### src/armIsaPkg.sv
`default_nettype none

package armIsaPkg;

  // ==============================
  // Condition field
  // ==============================
  typedef enum logic [3:0] {
    CondEq, CondNe, CondCs, CondCc,   // Zero and carry tests
    CondMi, CondPl, CondVs, CondVc,   // Sign and overflow tests
    CondHi, CondLs, CondGe, CondLt,   // Unsigned and signed compares
    CondGt, CondLe, CondAl, CondNv    // NV never executes here
  } condT;

  // Data-processing opcode, bits 24:21
  typedef enum logic [3:0] {
    OpAnd, OpEor, OpSub, OpRsb,
    OpAdd, OpAdc, OpSbc, OpRsc,
    OpTst, OpTeq, OpCmp, OpCmn,       // Flag-only group
    OpOrr, OpMov, OpBic, OpMvn
  } aluOpT;

  // Class bits 27:26
  typedef enum logic [1:0] {
    ClassDp     = 2'b00,              // Data processing and misc
    ClassMem    = 2'b01,              // Single load/store
    ClassBranch = 2'b10,              // B, also LDM/STM space
    ClassOther  = 2'b11               // Coprocessor and SWI
  } instrClassT;

  // ==============================
  // Instruction word views
  // ==============================
  typedef struct packed {
    condT        cond;
    instrClassT  cls;
    logic        immBit;              // Operand2 is rotated immediate
    aluOpT       opcode;
    logic        sBit;                // Update flags
    logic [3:0]  rn;
    logic [3:0]  rd;
    logic [11:0] operand2;
  } dpFieldsT;

  typedef struct packed {
    condT        cond;
    instrClassT  cls;
    logic        regOffset;           // Offset is a shifted register
    logic        p;                   // Pre-index
    logic        u;                   // Add offset when set
    logic        b;                   // Byte access
    logic        w;                   // Base write-back
    logic        l;                   // Load when set
    logic [3:0]  rn;
    logic [3:0]  rd;
    logic [11:0] offset;
  } memFieldsT;

  typedef union packed {
    dpFieldsT    dp;
    memFieldsT   mem;
    logic [31:0] raw;
  } instrWordT;

  localparam logic [3:0] PcReg = 4'd15;  // R15

endpackage

`default_nettype wire

### src/ctrlPkg.sv
`default_nettype none

package ctrlPkg;

  import armIsaPkg::*;

  typedef struct packed {
    logic n;
    logic z;
    logic c;
    logic v;
  } flagsT;

  // ==============================
  // Per-stage control bundles
  // ==============================
  typedef struct packed {
    logic [1:0] regSrc;               // Register file read selects
    logic [1:0] immSrc;               // Immediate extension format
  } decodeCtrlT;

  typedef struct packed {
    logic  aluSrc;                    // 1 selects the immediate
    aluOpT aluControl;
    logic  branchTaken;
    logic  memToReg;
  } execCtrlT;

  typedef struct packed {
    logic       memWrite;
    logic       memToReg;
    logic [3:0] byteMask;             // Store lane enables
  } memCtrlT;

  typedef struct packed {
    logic regWrite;
    logic memToReg;                   // Result from data memory
    logic pcSrc;                      // Result goes to PC
  } wbCtrlT;

  // Decode to Execute bundle, ungated by condition
  typedef struct packed {
    condT       cond;
    logic [1:0] flagWrite;            // [1] NZ, [0] CV
    logic       branch;
    logic       memWrite;
    logic       regWrite;
    logic       memToReg;
    logic       pcSrc;
    logic       noWrite;              // Compare/test, kills regWrite
    logic       isByte;
    logic       aluSrc;
    aluOpT      aluControl;
    instrClassT opClass;
  } pipeCtrlT;

endpackage

`default_nettype wire

### src/armController.sv
`timescale 1ns/1ps
`default_nettype none

module armController
  import armIsaPkg::*;
  import ctrlPkg::*;
#(
  parameter flagsT ResetFlags = '0
) (
  input  logic       clk,
  input  logic       rstN,
  input  instrWordT  instrD,
  input  flagsT      aluFlagsE,
  input  logic [1:0] addrLowE,
  input  logic       stall,
  input  logic       flushD,
  input  logic       flushE,
  output decodeCtrlT decodeCtrlD,
  output execCtrlT   execCtrlE,
  output memCtrlT    memCtrlM,
  output wbCtrlT     wbCtrlW,
  output flagsT      flags,
  output logic       pcWrPending
);

  pipeCtrlT pipeD;
  memCtrlT  memCtrlE;
  wbCtrlT   wbCtrlE;
  logic     setFlagsE;
  flagsT    flagsNextE;
  flagsT    fwdFlags;
  logic     pcSrcE;
  logic     pcSrcM;

  // ==============================
  // Stage blocks
  // ==============================
  instrDecoder instrDecoder_i (
    .instr      (instrD),
    .decodeCtrl (decodeCtrlD),
    .pipe       (pipeD)
  );

  execStage execStage_i (
    .clk       (clk),
    .rstN      (rstN),
    .stall     (stall),
    .flushD    (flushD),
    .flushE    (flushE),
    .pipeD     (pipeD),
    .aluFlags  (aluFlagsE),
    .fwdFlags  (fwdFlags),
    .addrLow   (addrLowE),
    .execCtrl  (execCtrlE),
    .memCtrl   (memCtrlE),
    .wbCtrl    (wbCtrlE),
    .setFlags  (setFlagsE),
    .flagsNext (flagsNextE),
    .pcSrcE    (pcSrcE)
  );

  memWbStage #(
    .ResetFlags (ResetFlags)
  ) memWbStage_i (
    .clk        (clk),
    .rstN       (rstN),
    .stall      (stall),
    .memCtrlE   (memCtrlE),
    .wbCtrlE    (wbCtrlE),
    .setFlagsE  (setFlagsE),
    .flagsNextE (flagsNextE),
    .memCtrl    (memCtrlM),
    .wbCtrl     (wbCtrlW),
    .pcSrcM     (pcSrcM),
    .fwdFlags   (fwdFlags),
    .flags      (flags)
  );

  // PC write in flight in D, E or M
  assign pcWrPending = pipeD.pcSrc || pcSrcE || pcSrcM;

endmodule

`default_nettype wire

### src/condCheck.sv
`timescale 1ns/1ps
`default_nettype none

module condCheck
  import armIsaPkg::*;
  import ctrlPkg::*;
(
  input  condT       cond,
  input  flagsT      flagsIn,     // Forwarded NZCV
  input  flagsT      aluFlags,
  input  logic [1:0] flagWrite,   // [1] NZ, [0] CV
  output logic       condEx,
  output flagsT      flagsNext
);

  logic signedGe;

  assign signedGe = (flagsIn.n == flagsIn.v);

  // ==============================
  // Condition evaluation
  // ==============================
  always_comb begin
    unique case (cond)
      CondEq:  condEx = flagsIn.z;
      CondNe:  condEx = !flagsIn.z;
      CondCs:  condEx = flagsIn.c;
      CondCc:  condEx = !flagsIn.c;
      CondMi:  condEx = flagsIn.n;
      CondPl:  condEx = !flagsIn.n;
      CondVs:  condEx = flagsIn.v;
      CondVc:  condEx = !flagsIn.v;
      CondHi:  condEx = flagsIn.c && !flagsIn.z;          // Unsigned higher
      CondLs:  condEx = !flagsIn.c || flagsIn.z;
      CondGe:  condEx = signedGe;
      CondLt:  condEx = !signedGe;
      CondGt:  condEx = !flagsIn.z && signedGe;
      CondLe:  condEx = flagsIn.z || !signedGe;
      CondAl:  condEx = 1'b1;
      default: condEx = 1'b0;                             // NV
    endcase
  end

  // Merge new flags by group
  always_comb begin
    flagsNext = flagsIn;
    if (flagWrite[1]) begin
      flagsNext.n = aluFlags.n;
      flagsNext.z = aluFlags.z;
    end
    if (flagWrite[0]) begin
      flagsNext.c = aluFlags.c;
      flagsNext.v = aluFlags.v;
    end
  end

endmodule

`default_nettype wire

### src/execStage.sv
`timescale 1ns/1ps
`default_nettype none

module execStage
  import armIsaPkg::*;
  import ctrlPkg::*;
(
  input  logic       clk,
  input  logic       rstN,
  input  logic       stall,
  input  logic       flushD,
  input  logic       flushE,
  input  pipeCtrlT   pipeD,
  input  flagsT      aluFlags,
  input  flagsT      fwdFlags,     // Flags as seen by this instruction
  input  logic [1:0] addrLow,
  output execCtrlT   execCtrl,
  output memCtrlT    memCtrl,
  output wbCtrlT     wbCtrl,
  output logic       setFlags,
  output flagsT      flagsNext,
  output logic       pcSrcE
);

  logic       validD;             // Low while D holds a flushed slot
  pipeCtrlT   pipeE;
  logic       condEx;
  logic [3:0] byteMask;

  // ==============================
  // D valid and E register
  // ==============================
  always_ff @(posedge clk or negedge rstN) begin
    if (!rstN)        validD <= 1'b0;
    else if (flushD)  validD <= 1'b0;                     // Flush beats stall
    else if (!stall)  validD <= 1'b1;
  end

  always_ff @(posedge clk or negedge rstN) begin
    if (!rstN)        pipeE <= '0;
    else if (flushE)  pipeE <= '0;
    else if (!stall)  pipeE <= validD ? pipeD : '0;       // Dead slot enters as a bubble
  end

  condCheck condCheck_i (
    .cond      (pipeE.cond),
    .flagsIn   (fwdFlags),
    .aluFlags  (aluFlags),
    .flagWrite (pipeE.flagWrite),
    .condEx    (condEx),
    .flagsNext (flagsNext)
  );

  // Store lanes, zero outside memory ops
  always_comb begin
    if (pipeE.opClass != ClassMem) byteMask = 4'b0000;
    else if (pipeE.isByte)         byteMask = 4'b0001 << addrLow;
    else                           byteMask = 4'b1111;
  end

  // ==============================
  // Condition gating
  // ==============================
  assign execCtrl.aluSrc      = pipeE.aluSrc;
  assign execCtrl.aluControl  = pipeE.aluControl;
  assign execCtrl.branchTaken = pipeE.branch && condEx;
  assign execCtrl.memToReg    = pipeE.memToReg;

  assign memCtrl.memWrite = pipeE.memWrite && condEx;
  assign memCtrl.memToReg = pipeE.memToReg;
  assign memCtrl.byteMask = byteMask;

  assign wbCtrl.regWrite = pipeE.regWrite && !pipeE.noWrite && condEx;
  assign wbCtrl.memToReg = pipeE.memToReg;
  assign wbCtrl.pcSrc    = pipeE.pcSrc && condEx;

  assign setFlags = (pipeE.flagWrite != 2'b00) && condEx;
  assign pcSrcE   = wbCtrl.pcSrc;

endmodule

`default_nettype wire

### src/instrDecoder.sv
`timescale 1ns/1ps
`default_nettype none

module instrDecoder
  import armIsaPkg::*;
  import ctrlPkg::*;
(
  input  instrWordT  instr,
  output decodeCtrlT decodeCtrl,
  output pipeCtrlT   pipe
);

  logic isDp;
  logic isMem;
  logic isBranch;
  logic isCompare;
  logic isLogic;

  // ==============================
  // Classification
  // ==============================
  assign isCompare = instr.dp.opcode inside {OpTst, OpTeq, OpCmp, OpCmn};
  assign isLogic   = instr.dp.opcode inside {OpAnd, OpEor, OpTst, OpTeq,
                                             OpOrr, OpMov, OpBic, OpMvn};

  // Bit 4 set with a register operand is mul, halfword or reg-shift space
  assign isDp = (instr.dp.cls == ClassDp) &&
                (instr.dp.immBit || !instr.dp.operand2[4]) &&
                !(isCompare && !instr.dp.sBit);           // MSR/MRS space

  // Register offset with bit 4 set is undefined
  assign isMem = (instr.mem.cls == ClassMem) &&
                 !(instr.mem.regOffset && instr.mem.offset[4]);

  assign isBranch = (instr.dp.cls == ClassBranch) && instr.dp.immBit;  // Bit 25 clear is LDM/STM

  // ==============================
  // Control generation
  // ==============================
  always_comb begin
    decodeCtrl      = '0;
    pipe            = '0;                                 // Anything unknown is a no-op
    pipe.cond       = instr.dp.cond;
    pipe.aluControl = OpAdd;
    pipe.opClass    = ClassOther;

    if (isDp) begin
      pipe.opClass    = ClassDp;
      pipe.aluSrc     = instr.dp.immBit;
      pipe.aluControl = instr.dp.opcode;
      pipe.regWrite   = 1'b1;
      pipe.noWrite    = isCompare;                        // TST, TEQ, CMP, CMN
      if (instr.dp.sBit) begin
        pipe.flagWrite = {1'b1, !isLogic};                // Logical ops keep C and V
      end
    end else if (isMem) begin
      decodeCtrl.regSrc = instr.mem.l ? 2'b00 : 2'b10;   // Store reads Rd as data
      decodeCtrl.immSrc = 2'b01;                          // 12-bit offset
      pipe.opClass      = ClassMem;
      pipe.aluSrc       = !instr.mem.regOffset;
      pipe.aluControl   = instr.mem.u ? OpAdd : OpSub;    // Up/down offset
      pipe.isByte       = instr.mem.b;
      pipe.memWrite     = !instr.mem.l;
      pipe.regWrite     = instr.mem.l;
      pipe.memToReg     = instr.mem.l;
    end else if (isBranch) begin
      decodeCtrl.regSrc = 2'b01;                          // Base is PC
      decodeCtrl.immSrc = 2'b10;                          // 24-bit word offset
      pipe.opClass      = ClassBranch;
      pipe.aluSrc       = 1'b1;
      pipe.branch       = 1'b1;                           // Link bit is not decoded
    end

    // Any write to R15 or a branch redirects fetch
    pipe.pcSrc = (pipe.regWrite && !pipe.noWrite && instr.dp.rd == PcReg) ||
                 pipe.branch;
  end

endmodule

`default_nettype wire

### src/memWbStage.sv
`timescale 1ns/1ps
`default_nettype none

module memWbStage
  import ctrlPkg::*;
#(
  parameter flagsT ResetFlags = '0
) (
  input  logic    clk,
  input  logic    rstN,
  input  logic    stall,
  input  memCtrlT memCtrlE,
  input  wbCtrlT  wbCtrlE,
  input  logic    setFlagsE,
  input  flagsT   flagsNextE,
  output memCtrlT memCtrl,       // M stage
  output wbCtrlT  wbCtrl,        // W stage
  output logic    pcSrcM,
  output flagsT   fwdFlags,
  output flagsT   flags          // Architectural NZCV
);

  wbCtrlT wbCtrlM;
  logic   setFlagsM;
  logic   setFlagsW;
  flagsT  flagsM;
  flagsT  flagsW;

  // ==============================
  // M and W control registers
  // ==============================
  always_ff @(posedge clk or negedge rstN) begin
    if (!rstN) begin
      memCtrl   <= '0;
      wbCtrlM   <= '0;
      setFlagsM <= 1'b0;
      wbCtrl    <= '0;
      setFlagsW <= 1'b0;
    end else if (!stall) begin
      memCtrl   <= memCtrlE;
      wbCtrlM   <= wbCtrlE;
      setFlagsM <= setFlagsE;
      wbCtrl    <= wbCtrlM;
      setFlagsW <= setFlagsM;
    end
  end

  // Pending flags, only read when the matching set bit is high
  always_ff @(posedge clk) begin
    if (!stall) begin
      flagsM <= flagsNextE;
      flagsW <= flagsM;
    end
  end

  always_ff @(posedge clk or negedge rstN) begin
    if (!rstN)                    flags <= ResetFlags;
    else if (setFlagsW && !stall) flags <= flagsW;
  end

  // Youngest pending update wins
  assign fwdFlags = setFlagsM ? flagsM :
                    setFlagsW ? flagsW : flags;

  assign pcSrcM = wbCtrlM.pcSrc;

endmodule

`default_nettype wire

### config.mk
export PLATFORM = sky130hd
export DESIGN_NAME = armController
export DESIGN_NICKNAME = d
export VERILOG_FILES = /design/src/armIsaPkg.sv /design/src/ctrlPkg.sv /design/src/armController.sv /design/src/condCheck.sv /design/src/execStage.sv /design/src/instrDecoder.sv /design/src/memWbStage.sv
export SDC_FILE = /design/constraint.sdc
export NUM_CORES = 1
export LEC_CHECK = 0
export ABC_CLOCK_PERIOD_IN_PS = 8100
export BUFFER_PORTS_ARGS = -buffer_cell sky130_fd_sc_hd__buf_2
export CAP_MARGIN = 20
export CORE_UTILIZATION = 37
export DETAILED_ROUTE_END_ITERATION = 16
export GPL_TIMING_DRIVEN = 0
export PLACE_DENSITY = 0.65
export SLEW_MARGIN = 20
export SYNTH_ARGS = -nofsm -noshare
export SYNTH_HDL_FRONTEND = slang
export SYNTH_HIERARCHICAL = 1
export SYNTH_SLANG_ARGS = --single-unit
### constraint.sdc
create_clock -name clk -period 8.1 [get_ports clk]
set_input_delay 1.62 -clock clk [delete_from_list [all_inputs] [get_ports clk]]
set_output_delay 1.62 -clock clk [all_outputs]
set_load 0.02 [all_outputs]
Yosys cells after proc, flatten, opt, wreduce, memory -nomap -nowiden

Index checks and enable logic that the tools add are counted.

Input port bits: 43
Register bits after elaboration: 46
Output and inout bits: 25
Logic and storage cells: 142

Reduce and logical (&&, ||, !) cells: 43
Muxes and demuxes: 33
Shift operators: 1
Equal/unequal tests: 30

Operator list:

| operator                                                                | number |
|---|---|
| 4-bit equality test, second input constant                              | 16 |
| 20-bit 2-to-1 mux                                                       | 3 |
| 4-bit 2-to-1 mux                                                        | 7 |
| 1-bit logical AND                                                       | 17 |
| 4-bit by 3-bit equality test with 1-bit output, second input constant   | 4 |
| 1-bit case mux with 15 select lines                                     | 1 |
| 1-bit zero test                                                         | 14 |
| 2-bit 2-to-1 mux                                                        | 7 |
| 1-bit 2-to-1 mux                                                        | 11 |
| 3-bit 2-to-1 mux                                                        | 3 |
| 4-bit by 1-bit equality test with 1-bit output, second input constant   | 2 |
| 4-bit by 2-bit equality test with 1-bit output, second input constant   | 2 |
| 4-bit zero test                                                         | 2 |
| 8-bit nonzero test                                                      | 1 |
| 7-bit 2-to-1 mux                                                        | 1 |
| 1-bit logical OR                                                        | 6 |
| 2-bit by 1-bit inequality test with 1-bit output, second input constant | 3 |
| 4-bit nonzero test                                                      | 1 |
| 1-bit by 2-bit << shifter with 4-bit output, first input constant       | 1 |
| 2-bit by 1-bit equality test with 1-bit output, second input constant   | 1 |
| 2-bit equality test, second input constant                              | 1 |
| 2-bit zero test                                                         | 1 |
| 2-bit nonzero test                                                      | 1 |
| 1-bit equality test                                                     | 1 |

Depth between registers and ports, before layout

Gate-level depths: netlist (run 1).

Depth after elaboration: 13
Gate-level depth with buffers: 10
Gate-level depth less buffers: 8

Hierarchy

The synthesis (run 1) kept the hierarchy.

By module, submodules not included:

| module        | cells each | area an instance (µm²) | instances |
|---|---|---|---|
| memWbStage    | 62         | 1057.3                 | 1 |
| execStage     | 97         | 999.7                  | 1 |
| condCheck     | 32         | 241.5                  | 1 |
| instrDecoder  | 37         | 232.7                  | 1 |
| armController | 1          | 6.3                    | 1 |

Worst setup path after synthesis (run 1)

No wires, ideal clock.

Path type: input-to-output
Start point: in instrD[27] (netlist name)
End point: out pcWrPending
Path buffers: 0
Arrival time: 2.624 ns
Cell stages on the path: 5
Setup slack: 3.856 ns
Cell sequence: nand2b_1 > a21oi_2 > a22oi_1 > o22ai_1 > or3_1

RTL lines:

| element            | line                | source |
|---|---|---|
| start: declaration | armController.sv:12 | `input instrWordT instrD,` |
| end: declaration   | armController.sv:23 | `output logic pcWrPending` |

==> flow_summary.ini, run 1 <==
[die]
die_area_sq_um = 7190
design.core.area_sq_um = 6490
fp-row-count = 29
start_util = 0.391
die_h_microns = 84.8
num_io_pins = 68
die-width_microns = 84.8

[job]
max-cap-violations = 0

[cts]
clock_slew_at_reported_path_ffs_ns = 0.09
ctsHtreeMaxLevel = 2
max_root_sink_buffers = 2
cts_resized = 0
root_buffer = clkbuf_8
worst_skew_pair.late_latency_ns = 0.30
cts_tree = done
post_cts.repair.setup_buffers = 0
inserted_clock_buffers = 5
clock_sink_count = 47
hold_buffers = 0

[critical_path]
cp.arrival_ns = 3.22
cp_max_fo = 6
worstPathRequired_ns = 6.48
start_kind = flip-flop
cp-end-kind = output pin
worstSetupPathType = reg2out

[outcome]
run_status = complete, no violations

[routing]
routed-wl-met3_microns = 210
antenna_violating_nets_post_route = 0
drcViolationCount = 0
detailedRoute.firstPassIterationCount = 6
route.vias.total = 1815
uppermost_layer_routed = met4
met2_wirelength_microns = 2110
vias_per_cell = 5.01
wl_microns = 4920
wirelength_met1_microns = 2510
initialDrtViolationCount = 62
wl_per_cell_microns = 13.6

[synthesis]
postSynthAreaPerCell_sq_um = 11.1
synth_top_flop_cell = dfrtp_1
synth-edff-count = 8
synth_seq_cells = 47
synth_area_leader_cell = dfrtp_1
syn_nets = 272
asyncSetResetFlopFracSynth = 0.830
synth_top_area_frac = 0.385
synth_cells = 229
number_of_distinct_library_cell_variants_in_the_gate_level_netlist_after_synthesis = 43
seq_area_frac_synth = 0.479
synthesis.area_sq_um = 2540
ys.warnings.count = 6
synth_top_cells_by_area = dfrtp_1 (38%), edfxtp_1 (9.5%), mux2_4 (5.3%), buf_4 (4.7%), mux2_2 (4.0%)

[finish]
num-nets-final = 327
antenna_cells_inserted = 0
layout_overhead_on_the_synthesized_area_pct = 16.7
final_layout_size_suffix_gt1_frac = 0.375

[timing]
final-hold-violation-count = 0
worst_slew_pin_slew_ns = 0.884
finalWorstPathRequiredPeriod_ns = 4.84
clock.fmax_ghz = 0.207
tns_ns = 0
timing.final.ws_setup_ns = 3.26
rsz_0062_raised_after_global_routing = false
timing.max_slew.rel_slack = 0.411
finalClockSkew_ns = 0.00922
slew_violations = 0
setup_viol = 0
min_period_over_period = 0.598

[pwr]
power.density_cell_area_nw_per_um2 = 153
static-leakage-power_nw = 1.44
peakVddDrop_mv = 0.0728

[grt]
groute.usage.overall = 0.153
largest_net_degree_at_the_start_of_global_routing = 40
first_pass_grt_wire_length_microns = 8600
grt_antenna_before_repair = 0
grt_pass1_vias = 1744
grt-ovfl-total = 0

[placement]
replace_congestion = 0.748
detailedPlace.worstSlack_ns = 3.54
portBuffers = 48
place_hpwl_microns = 3560

[min_path]
min-delay-path-class = reg2reg
-- metrics by stage --
stage	util	hold slack, ns	instance area [sq um]	instances	power (mW)
6_report	0.456	0.458	2960	362	0.454
5_1_grt	0.456	0.473	2960	362	0.476
4_1_cts	0.456	0.456	2960	362	0.460
3_5_place_dp	0.442	0.436	2870	354	0.315
3_3_place_gp	0.442	0.427	2870	354	0.314
2_1_floorplan	-	0.426	2540	229	0.292
-- final timing paths --
check / startpoint / endpoint / slack, ns / cells after the start
setup / recovery: memWbStage_i/setFlagsW$_DFFE_PN0N_ / pcWrPending / 3.26 / 10
hold / removal: memWbStage_i/flagsM[2]$_DFFE_PN_ / memWbStage_i/flagsW[2]$_DFFE_PN_ / 0.46 / 0
setup reg to reg: memWbStage_i/setFlagsW$_DFFE_PN0N_ / memWbStage_i/pcSrcM$_DFFE_PN0N_ / 5.25 / 10
hold reg to reg: memWbStage_i/flagsM[2]$_DFFE_PN_ / memWbStage_i/flagsW[2]$_DFFE_PN_ / 0.46 / 0
max in group asynchronous: rstN / execStage_i/execCtrl[2]$_DFFE_PN0P_ / 6.12 / 1
min in group asynchronous: rstN / memWbStage_i/memCtrl[2]$_DFFE_PN0N_ / 1.42 / 1
-- cells by family (layout without fill, tap and decap cells) --
| group | count (synthesis) | after routing | synth area share |
|---|---|---|---|
| AO/OA/AOI/OAI | 50 | 50 | 0.140 |
| flip-flops | 47 | 47 | 0.479 |
| multiplexers | 27 | 27 | 0.131 |
| XOR/XNOR | 2 | 2 | 0.00986 |
| buffers and inverters | 35 | 91 | 0.0897 |
| AND/OR/NAND/NOR | 68 | 68 | 0.150 |
-- final cells by class --
| class | count | area, sq um |
|---|---|---|
| Tap cell | 77 | 96.3 |
| Buffer | 28 | 201 |
| Sequential cell | 47 | 1220 |
| Clock buffer | 5 | 68.8 |
| Inverter | 7 | 26.3 |
| Multi-Input combinational cell | 147 | 1090 |
| Clock inverter | 3 | 18.8 |
| Fill cell | 626 | 3530 |
| Timing Repair Buffer | 48 | 240 |
-- metal layers --
metal | global-route usage | vias up
met1 | 0.215 | 856
met4 | 0.0647 | 0
met5 | 0 | -
met2 | 0.230 | 39
met3 | 0.0321 | 7
li1 | - | 913
-- critical path, cell delays in order, from the launching register on --
cell and delay, ns:
dfrtp_1 0.38, buf_6 0.13, mux2i_1 0.11, o21ai_0 0.60
xnor2_2 0.21, o22ai_1 0.12, a211o_1 0.32, a211o_1 0.32
and2_1 0.18, or3_1 0.37, buf_2 0.17
-- cells in the mapped netlist, drive strengths merged, types with 4 or more instances --
library cell and n:
a21oi 19, a32o 9, and2 7, buf 23
clkbuf 5, dfrtp 39, edfxtp 8, inv 7
mux2 23, mux2i 4, nand2 20, nand2b 6
nand3b 11, nor2 8, nor2b 5, o21ai 5
-- layout by cell type (no fill, tap or decap), types with 3 or more instances in the layout --
cell type  instances
edfxtp_1           8
clkbuf_8           5
nand2b_1           6
dfrtp_1           39
buf_6              4
nor3_1             3
nand3b_1          11
and2_1             7
mux2_1             5
nand2_1           20
clkbuf_1           3
buf_2             51
nor2_1             8
a21oi_1           18
mux2i_1            4
mux2_4             9
buf_4             16
inv_1              5
nor2b_1            4
o22ai_1            3
o21ai_0            5
a32o_1             9
mux2_2             9
-- state kept, by name, indices dropped and copies added (netlist names) --
register and cells:
execStage_i/execCtrl 6, execStage_i/pipeE 14, execStage_i/validD 1, memWbStage_i/flags 4, memWbStage_i/flagsM 4, memWbStage_i/flagsW 4, memWbStage_i/memCtrl 6, memWbStage_i/pcSrcM 1
memWbStage_i/setFlagsM 1, memWbStage_i/setFlagsW 1, memWbStage_i/wbCtrl 3, memWbStage_i/wbCtrlM 2
-- report_power, final --
| part | total, mW | switching (mW) | leakage [nW] | internal, mW |
|---|---|---|---|---|
| sequential | 0.251 | 0.00428 | 0.621 | 0.247 |
| combinational | 0.0585 | 0.0336 | 0.767 | 0.0249 |
| clock | 0.144 | 0.0834 | 0.0483 | 0.0609 |
Note: power is estimated with default switching activity, not from simulation.
==> inputs of run 2 (changes only) <==
- ABC_AREA: not set -> 1
- ABC_CLOCK_PERIOD_IN_PS: 8100 -> 4600
- PLACE_DENSITY: 0.65 -> 0.64
- clock period: 8.1 -> 4.6 ns (I/O delays scaled with it)
==> run 2 against run 1 <==
Effect of this change:
- non-clock buffer count is 4 lower
- clock skew is 0.0020 ns lower
- total power is 110% higher
- global-route usage is 0.58 points higher
- largest power group unchanged
- register-to-register slack worse by 2.6 ns
- flip-flop and latch count stayed put
- cell count is 50% higher
- worst hold slack better by 0.0056 ns
- utilization is 0.22 points higher
- first-iteration DRC count is 23% higher
- clock power is 110% higher
- worst setup slack worse by 1.9 ns
==> flow_summary.ini, run 2 <==
[finish]
antenna_cells_inserted = 0
area_occupied_by_registers_sq_um = 1220
num-nets-final = 488
multi_input_comb_area_sq_um = 1070
finish.instance_area_sq_um = 3160
final_layout_size_suffix_gt1_frac = 0.222
registers.top_by_ff_count = execStage_i/pipeE
layout_overhead_on_the_synthesized_area_pct = 17.6
final-instance-count-excl-fill = 542
final.fill_count = 753
final_cell_mix = nand2_1 (160), inv_1 (53), buf_2 (53)
most_common_cell_after_layout_fill_and_taps_aside = nand2_1
largest_register_ffs = 14
fin_util = 0.458

[grt]
largest_net_degree_at_the_start_of_global_routing = 40
grt_antenna_before_repair = 0
grt-ovfl-total = 0
groute.usage.overall = 0.158
grt_pass1_vias = 2199
first_pass_grt_wire_length_microns = 9530

[critical_path]
worstRegToRegCells = 17
cp_max_fo = 7
worstSetupPathType = reg2out
critical_path.reg2reg.startpoint = memWbStage_i/setFlagsW$_DFFE_PN0N_
worstPathRequired_ns = 3.68
start_kind = flip-flop
cp.arrival_ns = 2.35
crit-reg2reg-capture = memWbStage_i/pcSrcM$_DFFE_PN0N_
cp-end-kind = output pin
setup.reg_to_reg.worst_slack_ns = 2.61

[placement]
place_hpwl_microns = 4020
replace_congestion = 0.854
place_area_sq_um = 3050
portBuffers = 48
detailedPlace.worstSlack_ns = 1.68
placedCellCount = 534

[synthesis]
synth_cells = 390
synth_top_cells_by_area = dfrtp_1 (36%), nand2_1 (22%), edfxtp_1 (8.9%), inv_1 (7.4%), nor2_1 (6.4%)
synth_commonest_cells = nand2_1 (160), inv_1 (53), nor2_1 (46)
synth_area_leader_cell = dfrtp_1
synth_top_area_frac = 0.363
synth_seq_cells = 47
number_of_distinct_library_cell_variants_in_the_gate_level_netlist_after_synthesis = 25
seq_area_frac_synth = 0.452
postSynthAreaPerCell_sq_um = 6.90
syn_nets = 433
asyncSetResetFlopFracSynth = 0.830
synthMostInstantiatedCell = nand2_1
synth_top_flop_cell = dfrtp_1
synthesis.area_sq_um = 2690
synth-edff-count = 8
ys.warnings.count = 6

[die]
fp-row-count = 30
die_h_microns = 87.3
num_io_pins = 68
design.core.area_sq_um = 6910
die_area_sq_um = 7620
start_util = 0.390
die-width_microns = 87.3

[min_path]
worst_hold_path.num_cells = 0
worstHoldStart = memWbStage_i/flagsM[1]$_DFFE_PN_
min_delay_worst_endpoint = memWbStage_i/flagsW[1]$_DFFE_PN_
min-delay-path-class = reg2reg

[cts]
root_buffer = clkbuf_8
hold_buffers = 0
max_root_sink_buffers = 2
clock_slew_at_reported_path_ffs_ns = 0.09
post_cts.repair.setup_buffers = 0
cts_resized = 0
worst_skew_pair.late_latency_ns = 0.31
cts_tree = done
clock_sink_count = 47
inserted_clock_buffers = 5
ctsHtreeMaxLevel = 2

[timing]
setup_viol = 0
clock.fmax_ghz = 0.306
slew_violations = 0
finalWorstPathRequiredPeriod_ns = 3.27
timing.max_slew.rel_slack = 0.404
tns_ns = 0
rsz_0062_raised_after_global_routing = false
timing.final.ws_setup_ns = 1.33
min_period_over_period = 0.711
worst_slew_pin_slew_ns = 0.893
final-hold-violation-count = 0
finalHoldWorstSlack_ns = 0.463
finalClockSkew_ns = 0.00721

[routing]
route.vias.total = 2359
wl_microns = 5410
detailedRoute.firstPassIterationCount = 4
drcViolationCount = 0
vias_per_cell = 4.35
initialDrtViolationCount = 76
wl_per_cell_microns = 9.97
antenna_violating_nets_post_route = 0

[job]
max-cap-violations = 0

[pwr]
totalPowerFinal_mw = 0.955
peakVddDrop_mv = 0.123
static-leakage-power_nw = 1.87
power.density_cell_area_nw_per_um2 = 302

[outcome]
run_status = complete, no violations
==> run 2: cell count changes in the layout (fill, tap and decap cells not counted), sizes merged, moves of 9 or more <==
cell,previous run,this run
a32o,9,0
inv,8,61
mux2,23,0
nand3b,11,0
nand3,0,17
nand2,20,166
nor2,8,48
a21oi,19,6
==> run 2: cell families after synthesis <==
logic type             Yosys count  share of synthesized area
and+or+nand+nor                234                      0.353
DFF                             47                      0.452
buffers and inverters           87                      0.152
AOI/OAI and AO/OA               22                     0.0437
==> run 2: worst max-delay path: stages (launching register included) <==
cell and delay, ns:
dfrtp_1 0.48, inv_2 0.11, nand2_1 0.05, nand3_1 0.06, nand2_1 0.13, inv_1 0.14, nand2_1 0.08, nand3_1 0.09
nand2_1 0.05, nand2_1 0.06, nand2_1 0.05, nor2_1 0.08, nand2_1 0.14, nand2_1 0.09, inv_1 0.05, nor2_1 0.13
nand2_1 0.08, buf_2 0.16
==> run 2: how the worst max path moves through the flow <==
| stage | to | slack, ns | startpoint |
|---|---|---|---|
| 6_report | pcWrPending | 1.33 | memWbStage_i/setFlagsW$_DFFE_PN0N_ |
| 5_1_grt | pcWrPending | 1.08 | memWbStage_i/setFlagsW$_DFFE_PN0N_ |
| 4_1_cts | pcWrPending | 1.34 | memWbStage_i/setFlagsW$_DFFE_PN0N_ |
| 3_5_place_dp | pcWrPending | 1.68 | memWbStage_i/setFlagsW$_DFFE_PN0N_ |
| 3_3_place_gp | pcWrPending | 1.72 | memWbStage_i/setFlagsW$_DFFE_PN0N_ |
| 2_1_floorplan | pcWrPending | 2.08 | instrD[27] |
==> run 2: area by class of cell <==
type                       instances  share of cell area
clock inverter                     3              0.0138
sequential                        47               0.384
multi-input combinational        256               0.337
clock buffer                       5              0.0217
buffer                            24              0.0542
timing repair buffer              48              0.0759
inverter                          63              0.0747
tap                               96              0.0380
==> run 2: report_power, final <==
group | total (mW) | internal [mW] | leakage (nW) | switching (mW)
sequential | 0.467 | 0.452 | 0.615 | 0.0155
clock | 0.309 | 0.162 | 0.0581 | 0.147
combinational | 0.178 | 0.0604 | 1.20 | 0.118
==> run 2: metal layers <==
| layer | up-vias | track usage | part of all wire |
|---|---|---|---|
| li1 | 1254 | - | - |
| met1 | 1040 | 0.208 | 0.50 |
| met2 | 59 | 0.259 | 0.44 |
| met3 | 6 | 0.0351 | 0.048 |
| met4 | 0 | 0.0507 | 0.011 |
| met5 | - | 0 | 0 |
